--- config.mk ---
export PLATFORM = sky130hd
export DESIGN_NAME = l1cache_datapath
export DESIGN_NICKNAME = d
export VERILOG_FILES = /design/src/cache_geom_pkg.sv /design/src/cache_ctrl_pkg.sv /design/src/l1cache_datapath.sv
export SDC_FILE = /design/constraint.sdc
export NUM_CORES = 1
export LEC_CHECK = 0
export BUFFER_PORTS_ARGS = -buffer_cell sky130_fd_sc_hd__buf_2
export CELL_PAD_IN_SITES_DETAIL_PLACEMENT = 1
export CELL_PAD_IN_SITES_GLOBAL_PLACEMENT = 2
export CORE_AREA = 2 2 478 480
export DETAILED_ROUTE_END_ITERATION = 6
export DIE_AREA = 0 0 480 482
export PLACE_DENSITY = 0.3
export SETUP_SLACK_MARGIN = 0.02
export SKIP_LAST_GASP = 1
export SYNTH_ARGS = -nofsm -noshare
export SYNTH_HDL_FRONTEND = slang
export SYNTH_SLANG_ARGS = --single-unit
export TNS_END_PERCENT = 100
--- constraint.sdc ---
create_clock -name vclk -period 1.7
set_input_delay 0.255 -clock vclk [all_inputs]
set_output_delay 0.255 -clock vclk [all_outputs]
set_load 0.02 [all_outputs]
--- src/cache_geom_pkg.sv ---
package cache_geom_pkg;

  localparam int NUM_WAYS   = 2;  // ways per set.
  localparam int INDEX_W    = 4;  // 16 sets.
  localparam int OFFSET_W   = 5;  // 32-byte lines.
  localparam int LINE_WORDS = 8;

  localparam int ADDR_W     = 32;
  localparam int WORD_W     = 32;
  localparam int NUM_SETS   = 1 << INDEX_W;
  localparam int WORD_SEL_W = $clog2(LINE_WORDS);
  localparam int TAG_W      = ADDR_W - INDEX_W - OFFSET_W;
  localparam int LINE_W     = WORD_W * LINE_WORDS;
  localparam int WAY_W      = $clog2(NUM_WAYS);

  typedef logic [ADDR_W-1:0]     addr_t;
  typedef logic [TAG_W-1:0]      tag_t;
  typedef logic [INDEX_W-1:0]    index_t;
  typedef logic [WORD_SEL_W-1:0] word_sel_t;
  typedef logic [WORD_W-1:0]     word_t;
  typedef logic [LINE_W-1:0]     line_t;  // word 0 in the low bits.
  typedef logic [WAY_W-1:0]      way_t;

endpackage : cache_geom_pkg

--- src/cache_ctrl_pkg.sv ---
package cache_ctrl_pkg;

  import cache_geom_pkg::*;

  // core request, held until core_resp.
  typedef struct packed {
    logic  read;
    logic  write;
    addr_t addr;
    word_t wdata;
  } core_req_t;

  typedef struct packed {
    logic nmru_update;
    logic line_read;
    logic line_write;
    logic line_allocate;
    logic dirtytag_sel;   // ddr address from the victim tag.
    logic data_sel;       // ddr address from the request tag.
  } ctl_cmd_t;

  typedef struct packed {
    logic valid;
    logic dirty;
    logic hit;
    tag_t tag;
  } way_status_t;

  // broadcast to every way, enables gated per way.
  typedef struct packed {
    index_t    index;
    tag_t      tag;
    word_sel_t word_sel;
    word_t     word;
    line_t     line;
    logic      alloc_en;
    logic      write_en;
  } way_write_t;

endpackage : cache_ctrl_pkg

--- src/l1cache_datapath.sv ---
module l1cache_datapath import cache_geom_pkg::*, cache_ctrl_pkg::*; (
  input  core_req_t           req,
  input  ctl_cmd_t            cmd,
  input  line_t               ddr_rdata,
  input  way_t                hit_way,
  input  way_t                victim_way,
  input  tag_t                victim_tag,
  input  line_t               victim_line,
  output way_write_t          wr,
  output logic [NUM_WAYS-1:0] way_en,
  output addr_t               ddr_addr,
  output line_t               ddr_wdata
);

  tag_t      req_tag;
  index_t    req_index;
  word_sel_t req_word;
  tag_t      line_tag;

  // address split.
  assign req_tag   = req.addr[ADDR_W-1 -: TAG_W];
  assign req_index = req.addr[OFFSET_W +: INDEX_W];
  assign req_word  = req.addr[OFFSET_W-1 -: WORD_SEL_W];

  always_comb begin
    wr.index    = req_index;
    wr.tag      = req_tag;
    wr.word_sel = req_word;
    wr.word     = req.wdata;
    wr.line     = ddr_rdata;  // fill data straight from ddr.
    wr.alloc_en = cmd.line_allocate;
    wr.write_en = cmd.line_write;
  end

  // store hits go to the hit way, fills to the victim.
  always_comb begin
    for (int w = 0; w < NUM_WAYS; w++) begin
      way_en[w] = (cmd.line_write && (hit_way == way_t'(w))) ||
                  (cmd.line_allocate && (victim_way == way_t'(w)));
    end
  end

  assign line_tag = cmd.dirtytag_sel ? victim_tag : req_tag;

  always_comb begin
    if (cmd.dirtytag_sel || cmd.data_sel) begin
      ddr_addr = {line_tag, req_index, {OFFSET_W{1'b0}}};
    end else begin
      ddr_addr = '0;
    end
  end

  assign ddr_wdata = victim_line;  // only the victim is ever written back.

endmodule : l1cache_datapath

==> flow_metrics.py <==
metrics = {
    "grt": {
        "grt.total_usage_pct": 10.6,
        "overflow": 0,
        "grt_antenna_before_repair": 27,
        "grt_max_degree": 25,
        "first_global_vias": 2303,
        "grt_first_pass_wirelength_um": 134000,
    },
    "final_layout": {
        "layout-drive-gt1-share_pct": 69.7,
        "final.clkbuf_count": 0,
        "post-route-cell-area_um2": 4980,
        "post_layout_nonfiller_instances": 3223,
        "regArea_um2": 0,
        "area_growth_pct": 2.87,
        "finish.net_count": 819,
        "layout.sequential_cells": 0,
    },
    "run": {
        "maxCapViolations": 0,
    },
    "cts": {
        "cts_hold_buf": 0,
        "cts.repair.resized": 0,
        "postCtsSetupRepairBufs": 0,
    },
    "power": {
        "worst_ir_drop_vdd_v": 0.0000458,
        "total_leakage_power_nw": 0.758,
        "power-per-cell-area_nw_per_um2": 126,
    },
    "sta": {
        "rsz0062_at_grt": "false",
        "setup_total_negative_slack_ns": 0,
        "final_critical_path_setup_slack_ns": 0.209,
        "final_period_demand_of_the_worst_path_ns": 1.49,
        "final.period_utilization_pct": 87.7,
        "hold-worst-slack_ns": 0.510,
        "final_setup_violation_count": 0,
        "finalMaxSlewViolations": 0,
        "maximum_clock_frequency_mhz": 671,
        "finalHoldViolCount": 0,
    },
    "placed_design": {
        "routabilityCongestion": 0.757,
        "placed_cells": 3217,
        "io_buffers": 114,
        "dp_hpwl_um": 126000,
        "place_area_um2": 4970,
        "place_worst_setup_slack_ns": 0.0431,
    },
    "synth": {
        "yosysSeqAreaShare_pct": 0,
        "mappedNetlistArea_um2": 4840,
        "yosys_warnings": 0,
        "synthesis.area_per_instance_um2": 7.26,
        "yosysUniqueCellTypes": 12,
        "netlist_instances": 667,
    },
    "worst_setup_path": {
        "worst-endpoint-arrival_ns": 1.24,
        "crit_path_max_fanout": 18,
        "cp-startpoint": "cmd[1]",
        "worstSetupEndpoint": "ddr_addr[30]",
        "required_time_of_the_critical_path_ns": 1.44,
        "critPathCaptureType": "output pin",
        "critical_path.startpoint_type": "input pin",
        "crit_type": "in -> out",
    },
    "floorplanning": {
        "placeableCoreArea_um2": 226000,
        "start_util_pct": 2.14,
        "die_area_um2": 231000,
        "fp.dieW_um": 480,
        "die_h_um": 482,
        "boundaryPins": 1219,
        "row_count": 175,
    },
    "route": {
        "number_of_antenna_violating_nets_in_the_routed_design": 0,
        "vias": 2466,
        "wirelength_um": 129000,
        "wl_per_cell_um": 40.1,
        "drc": 0,
        "dr.pass1.iters": 4,
        "drt-vias-per-instance": 0.765,
        "drt_iter0_drc": 120,
    },
    "hold_path": {
        "min-delay-path-class": "in -> out",
    },
    "run_status": {
        "outcome": "finished clean",
    },
}
==> worst min path at each step <==
| stage | cells past startpoint | to | startpoint |
|---|---|---|---|
| 6_report | 0 | ddr_wdata[106] | victim_line[106] |
| 5_1_grt | 0 | ddr_wdata[103] | victim_line[103] |
| 4_1_cts | 0 | ddr_wdata[111] | victim_line[111] |
| 3_5_place_dp | 0 | ddr_wdata[111] | victim_line[111] |
| 3_3_place_gp | 0 | ddr_wdata[111] | victim_line[111] |
| 2_1_floorplan | 1 | ddr_wdata[0] | victim_line[0] |
==> cells by family after synthesis <==
kind of cell / count (synthesis) / share of synthesized area [%]
simple gates: 51 / 4.16
compound gates: 25 / 4.24
buf+inv: 590 / 91.5
other cells: 1 / 0.0774
==> power breakdown <==
part | internal (mW) | switching [mW]
combinational | 0.194 | 0.433
clock | 0.000000488 | 0
sequential | 0 | 0
total | 0.194 | 0.433
==> critical path, cell delays in order <==
cell and delay, ns:
buf_4 0.32, nand2_1 0.26, o21ai_2 0.15, buf_2 0.20
==> cells in the mapped netlist, drive strengths merged <==
cell type,instances,area (um2)
conb,1,3.75
nor2,1,3.75
nor2b,4,25.0
o22ai,1,6.26
nand2,46,173
inv,2,7.51
buf,588,4430
a22o,1,8.76
o21ai,23,190
==> metal layers <==
layer  global-route usage, %  up-vias  share of wire (%)
met5                    1.16        -               0.23
met4                    4.31       14                4.9
met3                    21.8      270                 44
met2                    16.3      958                 43
met1                    2.32      693                7.7
li1                        -      531                  -
==> cells in the final DEF, fill, tap and decap left out <==
cell type / n
buf_2: 107
nand2_1: 46
o21ai_2: 20
buf_4: 10
buf_12: 8
diode_2: 6
conb_1: 5
nor2b_1: 4
o21ai_0: 3
inv_1: 2
nor2_1: 1
a22o_1: 1
o22ai_1: 1
==> area by class of cell <==
type                            instances  area, um2
Antenna cell                            6       15.0
Multi-Input combinational cell         81        425
Tap cell                             3009       3760
Fill cell                           27261     221000
Timing Repair Buffer                  125        771
Inverter                                2       7.51
==> through the flow <==
step	power, mW	utilization (%)
after CTS	0.676	2.19
after global placement	0.676	2.19
final	0.626	2.20
after floorplan	2.17	-
after global routing	0.674	2.20
after detailed placement	0.674	2.19
(Power assumes the default switching activity.)
