**src/cache_geom_pkg.sv**
```systemverilog
package cache_geom_pkg;

  localparam int NUM_WAYS   = 2;  // ways per set.
  localparam int INDEX_W    = 4;  // 16 sets.
  localparam int OFFSET_W   = 5;  // 32-byte lines.
  localparam int LINE_WORDS = 8;

  localparam int ADDR_W     = 32;
  localparam int WORD_W     = 32;
  localparam int NUM_SETS   = 1 << INDEX_W;
  localparam int WORD_SEL_W = $clog2(LINE_WORDS);
  localparam int TAG_W      = ADDR_W - INDEX_W - OFFSET_W;
  localparam int LINE_W     = WORD_W * LINE_WORDS;
  localparam int WAY_W      = $clog2(NUM_WAYS);

  typedef logic [ADDR_W-1:0]     addr_t;
  typedef logic [TAG_W-1:0]      tag_t;
  typedef logic [INDEX_W-1:0]    index_t;
  typedef logic [WORD_SEL_W-1:0] word_sel_t;
  typedef logic [WORD_W-1:0]     word_t;
  typedef logic [LINE_W-1:0]     line_t;  // word 0 in the low bits.
  typedef logic [WAY_W-1:0]      way_t;

endpackage : cache_geom_pkg

```
**src/cache_ctrl_pkg.sv**
```systemverilog
package cache_ctrl_pkg;

  import cache_geom_pkg::*;

  // core request, held until core_resp.
  typedef struct packed {
    logic  read;
    logic  write;
    addr_t addr;
    word_t wdata;
  } core_req_t;

  typedef struct packed {
    logic nmru_update;
    logic line_read;
    logic line_write;
    logic line_allocate;
    logic dirtytag_sel;   // ddr address from the victim tag.
    logic data_sel;       // ddr address from the request tag.
  } ctl_cmd_t;

  typedef struct packed {
    logic valid;
    logic dirty;
    logic hit;
    tag_t tag;
  } way_status_t;

  // broadcast to every way, enables gated per way.
  typedef struct packed {
    index_t    index;
    tag_t      tag;
    word_sel_t word_sel;
    word_t     word;
    line_t     line;
    logic      alloc_en;
    logic      write_en;
  } way_write_t;

endpackage : cache_ctrl_pkg

```
**src/l1cache_way.sv**
```systemverilog
module l1cache_way import cache_geom_pkg::*, cache_ctrl_pkg::*; (
  input  logic        clk,
  input  logic        rst_n,
  input  way_write_t  wr,
  input  logic        en,
  output way_status_t status,
  output line_t       line
);

  logic  valid_q [NUM_SETS];
  logic  dirty_q [NUM_SETS];
  tag_t  tag_q   [NUM_SETS];
  line_t data_q  [NUM_SETS];

  // state bits.
  always_ff @(posedge clk) begin
    if (!rst_n) begin
      for (int s = 0; s < NUM_SETS; s++) begin
        valid_q[s] <= 1'b0;
        dirty_q[s] <= 1'b0;
      end
    end else if (en) begin
      if (wr.alloc_en) begin
        valid_q[wr.index] <= 1'b1;
        dirty_q[wr.index] <= 1'b0;  // fresh fill is clean.
      end else if (wr.write_en) begin
        dirty_q[wr.index] <= 1'b1;
      end
    end
  end

  // tag and data arrays.
  always_ff @(posedge clk) begin
    if (en) begin
      if (wr.alloc_en) begin
        tag_q[wr.index]  <= wr.tag;
        data_q[wr.index] <= wr.line;
      end else if (wr.write_en) begin
        data_q[wr.index][wr.word_sel*WORD_W +: WORD_W] <= wr.word;
      end
    end
  end

  always_comb begin
    status.valid = valid_q[wr.index];
    status.dirty = dirty_q[wr.index];
    status.tag   = tag_q[wr.index];
    status.hit   = valid_q[wr.index] && (tag_q[wr.index] == wr.tag);
  end

  assign line = data_q[wr.index];

endmodule : l1cache_way

```
**config.mk**
```make
export PLATFORM = sky130hd
export DESIGN_NAME = l1cache_way
export DESIGN_NICKNAME = d
export VERILOG_FILES = /design/src/cache_geom_pkg.sv /design/src/cache_ctrl_pkg.sv /design/src/l1cache_way.sv
export SDC_FILE = /design/constraint.sdc
export NUM_CORES = 2
export LEC_CHECK = 0
export ABC_CLOCK_PERIOD_IN_PS = 5050
export BUFFER_PORTS_ARGS = -buffer_cell sky130_fd_sc_hd__buf_2
export CAP_MARGIN = 25
export CORE_MARGIN = 4
export CORE_UTILIZATION = 38
export CTS_CLUSTER_SIZE = 20
export DETAILED_ROUTE_END_ITERATION = 7
export MAX_ROUTING_LAYER = met4
export SLEW_MARGIN = 10
export SYNTH_ARGS = -nofsm -noshare
export SYNTH_HDL_FRONTEND = slang
export SYNTH_MEMORY_MAX_BITS = 65536
export SYNTH_SLANG_ARGS = --single-unit
```
**constraint.sdc**
```tcl
create_clock -name clk -period 5.05 [get_ports clk]
set_input_delay 0.2525 -clock clk [delete_from_list [all_inputs] [get_ports clk]]
set_output_delay 0.2525 -clock clk [all_outputs]
set_load 0.1 [all_outputs]
```
==> run metrics <==
row count 247; Crit-path slowest cell buf_12; final hold vios 0; Most Crowded Layer GR met2; pin count of the biggest net entering global routing around 150; Layout area overhead 18.22%; layout cells sized above 1 37.36%; Post-route DRC 0; CP dominant cell by count buf_12; Die Span Y 682.1 um; drt first-iter violations 10149; postcts setup bufs 0; most frequent cells in the layout edfxtp_1, mux4_2, buf_2, clkbuf_16, buf_4; die width 682.1 um; Total GRT Usage 22.92%; vias per cell 5.663; met2 Use GR between 30% and 40%; switching power total approximately 19000 uW; Avg Inst Size Synth 24.00 um^2; CP required 4.80 ns; clock power share 40.3%; H-tree depth 5; Final HPWL DP about 310000 um; CP startpoint kind input port; sequential element share of the synthesized area 77.99%; Gate power share roughly 8.5%; power per cell area 398.4 nW/um^2; CP Capture Type primary output; outcome complete, no violations; slowest stage delay, CP 0.69 ns; leak pwr 0.06445 uW; CTS tree built; Mapped Area approximately 170000 um^2; 1st-pass router iterations 5; Pint 62060 uW; Mapped Cells 7195; WL per Instance 34.96 um; type of the most critical hold path in2reg; Flop pwr share 51.2%; CP Max Fanout roughly 120; final cell count without fillers around 15000; Final ANT Viol Nets 0; vias in the first global route 85880; cts repair resizes 0; Tcrit/Tclk final 91.33%; IO Count roughly 600; worst path arrival time about 4.4 ns; met1 GRT Util between 20 and 30%; CP bufs+invs 5; number of synthesized flops with an enable pin about 4500; clock latency on the worst-skew pair 0.98 ns; Root Driver clkbuf_16; switch share 23.71%; Total Wirelength approximately 520000 um; CTS Buffer Depth 4; Placer Congestion 0.7968; multi-input logic area 37660 um^2; Fill cells 37355; critical path's top delay family buffers and inverters; Die ar. 465300 um^2; Max Freq around 220 MHz; grt ovf 0; PortBufs 604; setup TNS 0 ns; Worst Tran Pin Value about 1.3 ns; routed vias approximately 85000; Tmin final between 4 and 5 ns; asr flop ratio synth 0%; initial antenna violation count 99; CP Cell Sequence dlygate4sd3_1 > buf_12 > buf_12 > buf_12 > mux4_2 > mux4_2 > buf_2; Hold WS approximately 0.031 ns; nets between 8000 and 9000; met3 GRT Util 4.192%; Finish-stage setup viols 0; yosys warns 0; placed cell count 13779; Synth Net Count around 7500; Initial Util between 30% and 40%; skew final 0 ns; storage element area 134700 um^2; Slew Limit Headroom 15.19%; Clock Pin Slew Worst Setup and Hold Paths roughly 0.060 ns; Yosys cell types 46; synthesized flop and latch total 4496; commonest non-fill, non-tap cell in the layout edfxtp_1; fin. max-slew vios 0; CTS sink cnt 4496; first-pass GRT wire length 711300 um; core region area 452800 um^2; Main synth FF type edfxtp_1; hold-fix buffers at CTS around 250; TritonCTS Buffers 451; maximum VDD drop 362.6 uV; maxcap violations 0; CP Class in2out; RSZ-0062 raised after global routing no
-- logic make-up (layout without fill, tap and decap cells) --
group / count (synthesis) / after routing / synth area share (%)
muxes: 1496 / 1496 / 18.77
other: 0 / 87 / 0
AOI/OAI and AO/OA: 223 / 223 / 0.8527
and+or+nand+nor: 535 / 535 / 1.227
xor gates and xnor gates: 24 / 24 / 0.1261
buffers and inverters: 419 / 2143 / 1.016
adders and majority gates: 2 / 2 / 0.01449
DFF: 4496 / 4496 / 77.99
-- synthesized netlist by cell type (all sizes together) (3+ instances only) --
cell type / number / area share (%)
nand4b: 3 / 0.015
a31oi: 3 / 0.011
nor2b: 5 / 0.018
buf: 170 / 0.47
mux4: 1386 / 18
nand2: 315 / 0.68
o31ai: 59 / 0.26
clkbuf: 246 / 0.53
o221a: 16 / 0.10
o21a: 16 / 0.070
nor4: 3 / 0.018
xnor2: 10 / 0.055
a22oi: 11 / 0.048
nor3: 5 / 0.014
nor2: 171 / 0.37
o21ai: 100 / 0.29
xor2: 14 / 0.071
nand3: 20 / 0.058
edfxtp: 4464 / 78
dfxtp: 32 / 0.37
and2: 6 / 0.022
inv: 3 / 0.0065
mux2: 74 / 0.48
mux2i: 36 / 0.21
a21oi: 7 / 0.020
nand4: 3 / 0.011
-- flip-flops by register name (all words and copies together), names as in the netlist --
name / count
data_q: 4096
dirty_q: 16
tag_q: 368
valid_q: 16
-- layout make-up --
cell class	instances	area share, %
diodes	87	0.1066
clock buffers	562	5.774
clock inverters	271	1.297
inverters	3	0.005516
multi-input cells	2280	18.45
flip-flops and latches	4496	65.97
well taps	5976	3.662
repair buffers	1307	4.736
-- routing by layer --
layer	wire [um]	vias up
met3	40080	869
met4	22470	0
met2	261400	3802
li1	-	33768
met5	0	-
met1	199900	46405
-- stage by stage --
| step | cell area [um^2] | total power (uW) | setup slack [ns] | utilization, % |
|---|---|---|---|---|
| 4_1_cts | 203700 | 82010 | 0.4124 | 44.98 |
| 3_3_place_gp | 186300 | 49130 | 1.025 | 41.16 |
| 6_report | 204200 | 81340 | 0.4380 | 45.09 |
| 5_1_grt | 204000 | 83850 | 0.1835 | 45.07 |
| 2_1_floorplan | 172700 | 46860 | 0.4675 | - |
| 3_5_place_dp | 186700 | 49290 | 1.038 | 41.24 |
-- power groups by stage --
stage	combinational, uW	clock (uW)	sequential (uW)
finish	6930	32800	41700
global route	7210	35000	41700
CTS	7010	33300	41700
detailed placement	6830	0	42500
global placement	6710	0	42400
floorplan	4440	0	42400
-- worst paths after layout --
check	startpoint	depth (start not counted)	slack (ns)	end
max	wr[316]	7	0.44	line[129]
min	wr[87]	3	0.03	data_q[5][85]
max reg2reg	dirty_q[9]	1	4.39	dirty_q[9]
min reg2reg	valid_q[2]	1	0.46	valid_q[2]
-- tightest hold or removal path: stages --
cell and delay [ns]:
buf_2 0.11, nand2_1 0.09, o21ai_1 0.30
(Power assumes the default switching activity.)
