**src/cache_geom_pkg.sv**
```systemverilog
package cache_geom_pkg;

  localparam int NUM_WAYS   = 2;  // ways per set.
  localparam int INDEX_W    = 4;  // 16 sets.
  localparam int OFFSET_W   = 5;  // 32-byte lines.
  localparam int LINE_WORDS = 8;

  localparam int ADDR_W     = 32;
  localparam int WORD_W     = 32;
  localparam int NUM_SETS   = 1 << INDEX_W;
  localparam int WORD_SEL_W = $clog2(LINE_WORDS);
  localparam int TAG_W      = ADDR_W - INDEX_W - OFFSET_W;
  localparam int LINE_W     = WORD_W * LINE_WORDS;
  localparam int WAY_W      = $clog2(NUM_WAYS);

  typedef logic [ADDR_W-1:0]     addr_t;
  typedef logic [TAG_W-1:0]      tag_t;
  typedef logic [INDEX_W-1:0]    index_t;
  typedef logic [WORD_SEL_W-1:0] word_sel_t;
  typedef logic [WORD_W-1:0]     word_t;
  typedef logic [LINE_W-1:0]     line_t;  // word 0 in the low bits.
  typedef logic [WAY_W-1:0]      way_t;

endpackage : cache_geom_pkg

```
**src/cache_ctrl_pkg.sv**
```systemverilog
package cache_ctrl_pkg;

  import cache_geom_pkg::*;

  // core request, held until core_resp.
  typedef struct packed {
    logic  read;
    logic  write;
    addr_t addr;
    word_t wdata;
  } core_req_t;

  typedef struct packed {
    logic nmru_update;
    logic line_read;
    logic line_write;
    logic line_allocate;
    logic dirtytag_sel;   // ddr address from the victim tag.
    logic data_sel;       // ddr address from the request tag.
  } ctl_cmd_t;

  typedef struct packed {
    logic valid;
    logic dirty;
    logic hit;
    tag_t tag;
  } way_status_t;

  // broadcast to every way, enables gated per way.
  typedef struct packed {
    index_t    index;
    tag_t      tag;
    word_sel_t word_sel;
    word_t     word;
    line_t     line;
    logic      alloc_en;
    logic      write_en;
  } way_write_t;

endpackage : cache_ctrl_pkg

```
**src/l1cache_control.sv**
```systemverilog
module l1cache_control import cache_ctrl_pkg::*; (
  input  logic      clk,
  input  logic      rst_n,
  input  core_req_t req,
  input  logic      hit,
  input  logic      victim_dirty,
  output logic      core_resp,
  output logic      ddr_read,
  output logic      ddr_write,
  input  logic      ddr_resp,
  output ctl_cmd_t  cmd
);

  typedef enum logic [1:0] {
    idle,
    allocate,
    writeback
  } state_t;

  state_t state, next_state;
  logic   pending;

  assign pending = req.read | req.write;

  always_ff @(posedge clk) begin
    if (!rst_n) begin
      state <= idle;
    end else begin
      state <= next_state;
    end
  end

  always_comb begin
    core_resp  = 1'b0;
    ddr_read   = 1'b0;
    ddr_write  = 1'b0;
    cmd        = '0;
    next_state = idle;

    case (state)
      idle: begin
        if (pending) begin
          if (hit) begin
            cmd.nmru_update = 1'b1;
            cmd.line_read   = req.read;
            cmd.line_write  = req.write;
            core_resp       = 1'b1;
          end else if (victim_dirty) begin
            ddr_write        = 1'b1;  // evict first.
            cmd.dirtytag_sel = 1'b1;
            next_state       = writeback;
          end else begin
            ddr_read     = 1'b1;
            cmd.data_sel = 1'b1;
            next_state   = allocate;
          end
        end
      end

      allocate: begin
        if (pending && !ddr_resp) begin
          ddr_read     = 1'b1;
          cmd.data_sel = 1'b1;
          next_state   = allocate;
        end else if (pending && ddr_resp) begin
          // line lands this edge, hit on the next cycle.
          cmd.data_sel      = 1'b1;
          cmd.line_allocate = 1'b1;
        end
      end

      writeback: begin
        if (pending && !ddr_resp) begin
          ddr_write        = 1'b1;
          cmd.dirtytag_sel = 1'b1;
          next_state       = writeback;
        end else if (pending && ddr_resp) begin
          ddr_read     = 1'b1;
          cmd.data_sel = 1'b1;
          next_state   = allocate;
        end
      end

      default: next_state = idle;
    endcase
  end

endmodule : l1cache_control

```
**config.mk**
```make
export PLATFORM = sky130hd
export DESIGN_NAME = l1cache_control
export DESIGN_NICKNAME = d
export VERILOG_FILES = /design/src/cache_geom_pkg.sv /design/src/cache_ctrl_pkg.sv /design/src/l1cache_control.sv
export SDC_FILE = /design/constraint.sdc
export NUM_CORES = 1
export LEC_CHECK = 0
export BUFFER_PORTS_ARGS = -buffer_cell sky130_fd_sc_hd__buf_4
export CORE_MARGIN = 2
export CORE_UTILIZATION = 14
export CTS_CLUSTER_DIAMETER = 40
export DETAILED_ROUTE_END_ITERATION = 10
export PLACE_DENSITY = 0.84
export SYNTH_ARGS = -nofsm -noshare
export SYNTH_HDL_FRONTEND = slang
export SYNTH_SLANG_ARGS = --single-unit
```
**constraint.sdc**
```tcl
create_clock -name clk -period 1.5 [get_ports clk]
set_input_delay 0.075 -clock clk [delete_from_list [all_inputs] [get_ports clk]]
set_output_delay 0.075 -clock clk [all_outputs]
set_load 0.05 [all_outputs]
```
==> results.tsv, run 1 <==
stage	metric	value	unit
outcome	outcome	finished, final reports clean	
power	power.total	347	uW
grt	grt_pass1_vias	256	
clocking	insertion_delay	0.23	ns
clocking	cts_tree	yes	
power	p_comb_share	46.2	%
floorplanning	dieArea	1750	sq um
power	p_clk_share	35.6	%
power	ir_worst_vdd	295	uV
timing	max_freq	676	MHz
logic_synthesis	yosysTopAreaCell	dfxtp_1	
logic_synthesis	synth_top_area_share	20.0	%
finish	antenna_cells	0	
timing	setup_ws	0.0198	ns
setup_path	worstPathCellList	or3b_4 -> a211oi_4 -> buf_6	
finish	top_regs	state x2	
finish	largest_register_ffs	2	
finish	fin_util	29.0	%
logic_synthesis	synth_cell_types	17	
logic_synthesis	syn_avg_cell_area	8.34	sq um
placement	place_congestion	0.774	
drt	drc	0	
finish	fin_cells	55	
setup_path	r2r_setup_slack	0.46	ns
finish	regMostFlops	state	
placement	port-buffer-count	15	
logic_synthesis	synthCells	24	
timing	worst_slew_pin_slew	0.566	ns
logic_synthesis	syn_area	200	sq um
setup_path	cp_max_fo	8	
clocking	cts.sinks	2	
drt	first_pass_iters	1	
floorplanning	start_util	15.2	%
logic_synthesis	synth-seq-area-share	20.0	%
grt	grt.met2_usage	12.5	%
floorplanning	core	1320	sq um
power	switching_share	40.8	%
clocking	post_cts_buffers	0	
timing	slew_viol_final	0	
drt	ant_nets	0	
clocking	htreeDepth	1	
setup_path	timing.rr.end	state[1]	
power	p_int	205	uW
setup_path	slowest_stage	or3b_4	
timing	finalHoldViolCount	0	
finish	drive_gt1_share	62.5	%
setup_path	worstPathRequired	1.42	ns
setup_path	r2r_cells	2	
finish	syn_to_final_growth	90.6	%
logic_synthesis	synthTopCellsByArea	dfxtp_1 (20%), a211oi_1 (15%), a2111oi_2 (7.5%), buf_4 (7.5%), and3_1 (6.3%)	
setup_path	end_kind	output pin	
timing	final-setup-viol-count	0	
timing	finClkSkew	0.00184	ns
grt	grt_overflow_total	0	
drt	drt_iter0_drc	0	
grt	grt_pass1_wl	1.02	mm
floorplanning	die_h	41.8	microns
run	maxCapViolCount	0	
logic_synthesis	yosysWarningCount	0	
floorplanning	ios	80	
grt	grt_max_degree	9	
grt	grt-busiest-layer	met2	
setup_path	max_stage_delay	0.39	ns
power	sequentialPowerShare	18.2	%
floorplanning	die_x	41.8	microns
timing	relSlewSlack	62.2	%
clocking	cts_buffers	3	
placement	hpwlAfterDp	479	microns
timing	rsz0062_at_grt	true	
logic_synthesis	synthFlopType	dfxtp_1	
clocking	path_clk_slew	0.03	ns
power	p_sw	141	uW
grt	met3_usage	1.30	%
clocking	clock-root-buffer	clkbuf_4	
timing	fin_crit_sh	98.7	%
power	p_per_area	908	nW/um^2
setup_path	r2r-start	state[1]	
grt	track_usage	8.29	%
logic_synthesis	synthTopCellsByCount	a211oi_1 (4), and3_1 (2), buf_4 (2), dfxtp_1 (2), nor2_1 (2)	
setup_path	arrival	1.41	ns
logic_synthesis	synth_edf_count	0	
drt	num_vias	255	
setup_path	cp-start-kind	flip-flop	
hold_path	hold_path.class	in -> reg	
hold_path	hold_end	state[0]	
drt	post_drt_via_cell_ratio	4.64	
drt	wl_per_cell	10.7	microns
clocking	clock_path_buffers	2	
placement	dp_slack	0.154	ns
timing	layout_min_cycle_time	1.48	ns
logic_synthesis	async_flop_share	0	%
placement	dp.cells	52	
logic_synthesis	syn-num-nets	95	
setup_path	criticalPathCategory	reg -> out	
logic_synthesis	yosysMostFrequentCell	a211oi_1	
floorplanning	rows	13	
drt	wirelength	589	microns
grt	met1_usage	8.27	%
logic_synthesis	synth_seq_cells	2	
timing	fin_tns_setup	0	ns
finish	fin_nets	113	
grt	antenna_found_initial	0	
power	p_leak	0.170	nW
hold_path	min_from	rst_n	
hold_path	hold-path-cell-count	3	
cells in the final DEF, fill, tap and decap left out, drive strengths merged:
cell     count
a2111oi      1
mux2         1
a211oi       4
dfxtp        2
nor3         1
nor2         2
o21ai        1
clkbuf       3
nand2        1
nor2b        1
mux2i        1
and3         2
buf         15
or3b         1
or2          1
and2         1
or2b         1
o211a        1
layer usage:
layer  wire, microns  vias to the layer above
met5               0                        -
met4              25                        0
met3              69                        3
met2             290                       15
met1             204                      114
li1                -                      123
kinds of logic after synthesis:
group           Yosys count  share of synthesized area, %
compound gates            7                          30.0
buf+inv                   2                          7.50
flops                     2                          20.0
mux                       2                          10.6
simple gates             11                          31.9
through the flow:
step	hold WS (ns)	area [sq um]
global placement	0.413	347
CTS	0.185	380
floorplan	0.252	230
detailed placement	0.425	347
finish	0.179	382
global route	0.198	382
critical path, delay by kind of cell (launching register included):
kind	cells	cell delay, ns
buffers and inverters	1	0.19
and+or+nand+nor	1	0.39
DFF	1	0.34
AOI/OAI and AO/OA	1	0.25
cell type report:
class | instances | area, sq um
Clock buffer | 3 | 22.5
Timing Repair Buffer | 15 | 120
Fill cell | 143 | 936
Tap cell | 15 | 18.8
Multi-Input combinational cell | 20 | 178
Sequential cell | 2 | 42.5
repair_timing:
action / in CTS / in global routing
hold buffers: 0 / 0
resized for setup: 4 / 1
endpoints found under the setup margin: 2 / 5
cloned: 0 / 0
pin swaps: 1 / 0
power groups by stage:
stage	clock (mW)	combinational (mW)	sequential, mW
floorplan	0	0.114	0.0615
finish	0.124	0.160	0.0630
CTS	0.127	0.162	0.0626
detailed placement	0	0.157	0.0630
global route	0.129	0.170	0.0637
global placement	0	0.155	0.0625
worst max path at each step:
stage	from	end	slack [ns]	cells after the start
final	state[1]	ddr_write	0.02	3
after global routing	state[1]	cmd[1]	-0.03	3
after detailed placement	state[1]	ddr_write	0.15	3
after CTS	state[1]	ddr_write	0.007	3
after global placement	state[1]	cmd[1]	0.17	3
after floorplan	state[1]	cmd[1]	-0.21	3
(Power assumes the default switching activity.)
==> inputs of run 2 (changes only) <==
--- a/config.mk
+++ b/config.mk
@@ -6,7 +6,6 @@
 export NUM_CORES = 1
 export LEC_CHECK = 0
 export BUFFER_PORTS_ARGS = -buffer_cell sky130_fd_sc_hd__buf_4
-export CORE_MARGIN = 2
 export CORE_UTILIZATION = 14
 export CTS_CLUSTER_DIAMETER = 40
 export DETAILED_ROUTE_END_ITERATION = 10
==> run 2 against run 1 <==
Sequential share of layout area is 0.35 points higher. Routed wire length is 2.7% lower. Largest cell class unchanged. Combinational power hardly changed. Clock power is 4% lower. Critical path type unchanged. First-iteration DRC count is 7 higher. Register-to-register slack hardly changed. Global-route usage is 0.56 points higher. Largest power group unchanged. Clock skew is 0.0015 ns higher. Highest routed layer unchanged.
==> results.tsv, run 2 (same netlist as run 1, synthesis figures left out) <==
stage	metric	value	unit	change
drt	drc	0		unchanged
timing	layout_min_cycle_time	1.48	ns	+0.00130 ns
finish	syn_to_final_growth	95.6	%	
finish	largest_register_ffs	2		unchanged
placement	hpwlAfterDp	466	microns	-2.5%
finish	top_regs	state x2		
grt	grt_overflow_total	0		unchanged
outcome	outcome	finished, final reports clean		
drt	ant_nets	0		unchanged
timing	holdWs	0.176	ns	-0.00308 ns
drt	wl_per_cell	10.2	microns	-4.5%
drt	wl_met1	230	microns	+13%
timing	worst_slew_pin_slew	0.562	ns	-0.00380 ns
timing	finalHoldViolCount	0		unchanged
timing	max_freq	675	MHz	about the same
timing	slew_viol_final	0		unchanged
clocking	clock-root-buffer	clkbuf_4		
drt	post_drt_via_cell_ratio	4.48		-3.3%
setup_path	cp_max_fo	7		-1
drt	wirelength	573	microns	-2.7%
power	p_per_area	875	nW/um^2	-3.7%
setup_path	worstPathRequired	1.42	ns	about the same
timing	fin_crit_sh	98.8	%	about the same
grt	grt_pass1_vias	210		-18%
timing	rsz0062_at_grt	true		
clocking	path_clk_slew	0.03	ns	about the same
grt	track_usage	8.85	%	+0.56 points
power	p_leak	0.176	nW	+3.3%
power	ir_worst_vdd	242	uV	-18%
finish	final_area	392	sq um	+2.6%
clocking	insertion_delay	0.22	ns	about the same
finish	final_common_cell	buf_4		
finish	antenna_cells	0		unchanged
finish	fillers	144		+0.70%
clocking	cts.sinks	2		unchanged
drt	drt_iter0_drc	7		+7
drt	top_layer	met4		
clocking	clock_path_buffers	2		unchanged
grt	antenna_found_initial	0		unchanged
floorplanning	rows	13		unchanged
drt	wl_met2	274	microns	-5.5%
placement	placed_area	347	sq um	unchanged
finish	fin_nets	114		+0.88%
timing	final-setup-viol-count	0		unchanged
run	maxCapViolCount	0		unchanged
timing	finClkSkew	0.00331	ns	+0.00147 ns
timing	relSlewSlack	62.4	%	+0.25 points
floorplanning	ios	80		unchanged
placement	dp_slack	0.144	ns	-0.00997 ns
setup_path	criticalPathCategory	reg -> out		
finish	mostFrequentLayoutCells	buf_4 (14), clkbuf_4 (3)		
floorplanning	die_h	39.8	microns	-4.8%
floorplanning	start_util	15.2	%	unchanged
placement	place_congestion	0.699		-9.6%
finish	drive_gt1_share	63.4	%	+0.91 points
drt	num_vias	251		-1.6%
drt	first_pass_iters	4		+3
clocking	htreeDepth	1		unchanged
placement	port-buffer-count	15		unchanged
floorplanning	core	1320	sq um	unchanged
floorplanning	dieArea	1590	sq um	-9.3%
drt	wl_met3	48	microns	-30%
floorplanning	die_x	39.8	microns	-4.8%
setup_path	cp-start-kind	flip-flop		
clocking	cts_tree	yes		
hold_path	hold_path.class	in -> reg		
grt	grt_pass1_wl	869	microns	-15%
timing	setup_ws	0.0185	ns	-0.00130 ns
setup_path	arrival	1.41	ns	about the same
clocking	cts_buffers	3		unchanged
setup_path	end_kind	output pin		
finish	regMostFlops	state		
grt	grt_max_degree	9		unchanged
run 2: changes by cell type in the layout (fill, tap and decap cells not counted):
cell / delta
buf_4: +1
dfxtp_2: -1
dfxtp_4: +1
run 2: final cells by class:
cell class	instances	area (sq um)	area share, %
timing repair buffer	16	128	32.6
sequential	2	45.0	11.5
multi-input combinational	20	178	45.4
clock buffer	3	22.5	5.75
tap	15	18.8	4.79
run 2: per-layer routing:
| metal | vias up | GRT usage [%] |
|---|---|---|
| li1 | 124 | - |
| met1 | 110 | 9.90 |
| met2 | 15 | 12.3 |
| met3 | 2 | 2.27 |
| met4 | 0 | 10.3 |
| met5 | - | 0 |
run 2: metrics by stage:
step / std cells / util, % / power [mW] / setup TNS [ns]
floorplan: 24 / - / 0.176 / -0.331
global placement: 52 / 26.3 / 0.217 / 0
detailed placement: 52 / 26.3 / 0.220 / 0
CTS: 55 / 28.9 / 0.351 / 0
global route: 56 / 29.7 / 0.367 / -0.0666
finish: 56 / 29.7 / 0.342 / 0
run 2: worst paths after layout:
check	from	end	slack (ns)	depth (start not counted)
worst max register to register	state[1]	state[1]	0.45	2
worst min-delay path	rst_n	state[0]	0.18	3
worst min register to register	state[0]	state[1]	0.50	1
worst max-delay path	state[1]	cmd[1]	0.02	3
run 2: where the power goes:
part / switching, mW / leakage [nW] / internal [mW] / total, mW
registers: 0.00534 / 0.0175 / 0.0561 / 0.0615
logic: 0.102 / 0.145 / 0.0609 / 0.162
clock network: 0.0304 / 0.0138 / 0.0882 / 0.119
run 2: worst max-delay path, stage by stage (launching register included):
cell	delay [ns]
dfxtp_4	0.35
or3b_4	0.39
a211oi_4	0.25
buf_6	0.19
run 2: what timing repair did:
action | 4_1_cts | 5_1_grt
buffers inserted | 0 | 1
gates cloned | 0 | 0
hold buffers | 0 | 0
pin swaps | 1 | 0
gates resized for setup | 4 | 2
setup endpoints to repair | 2 | 5
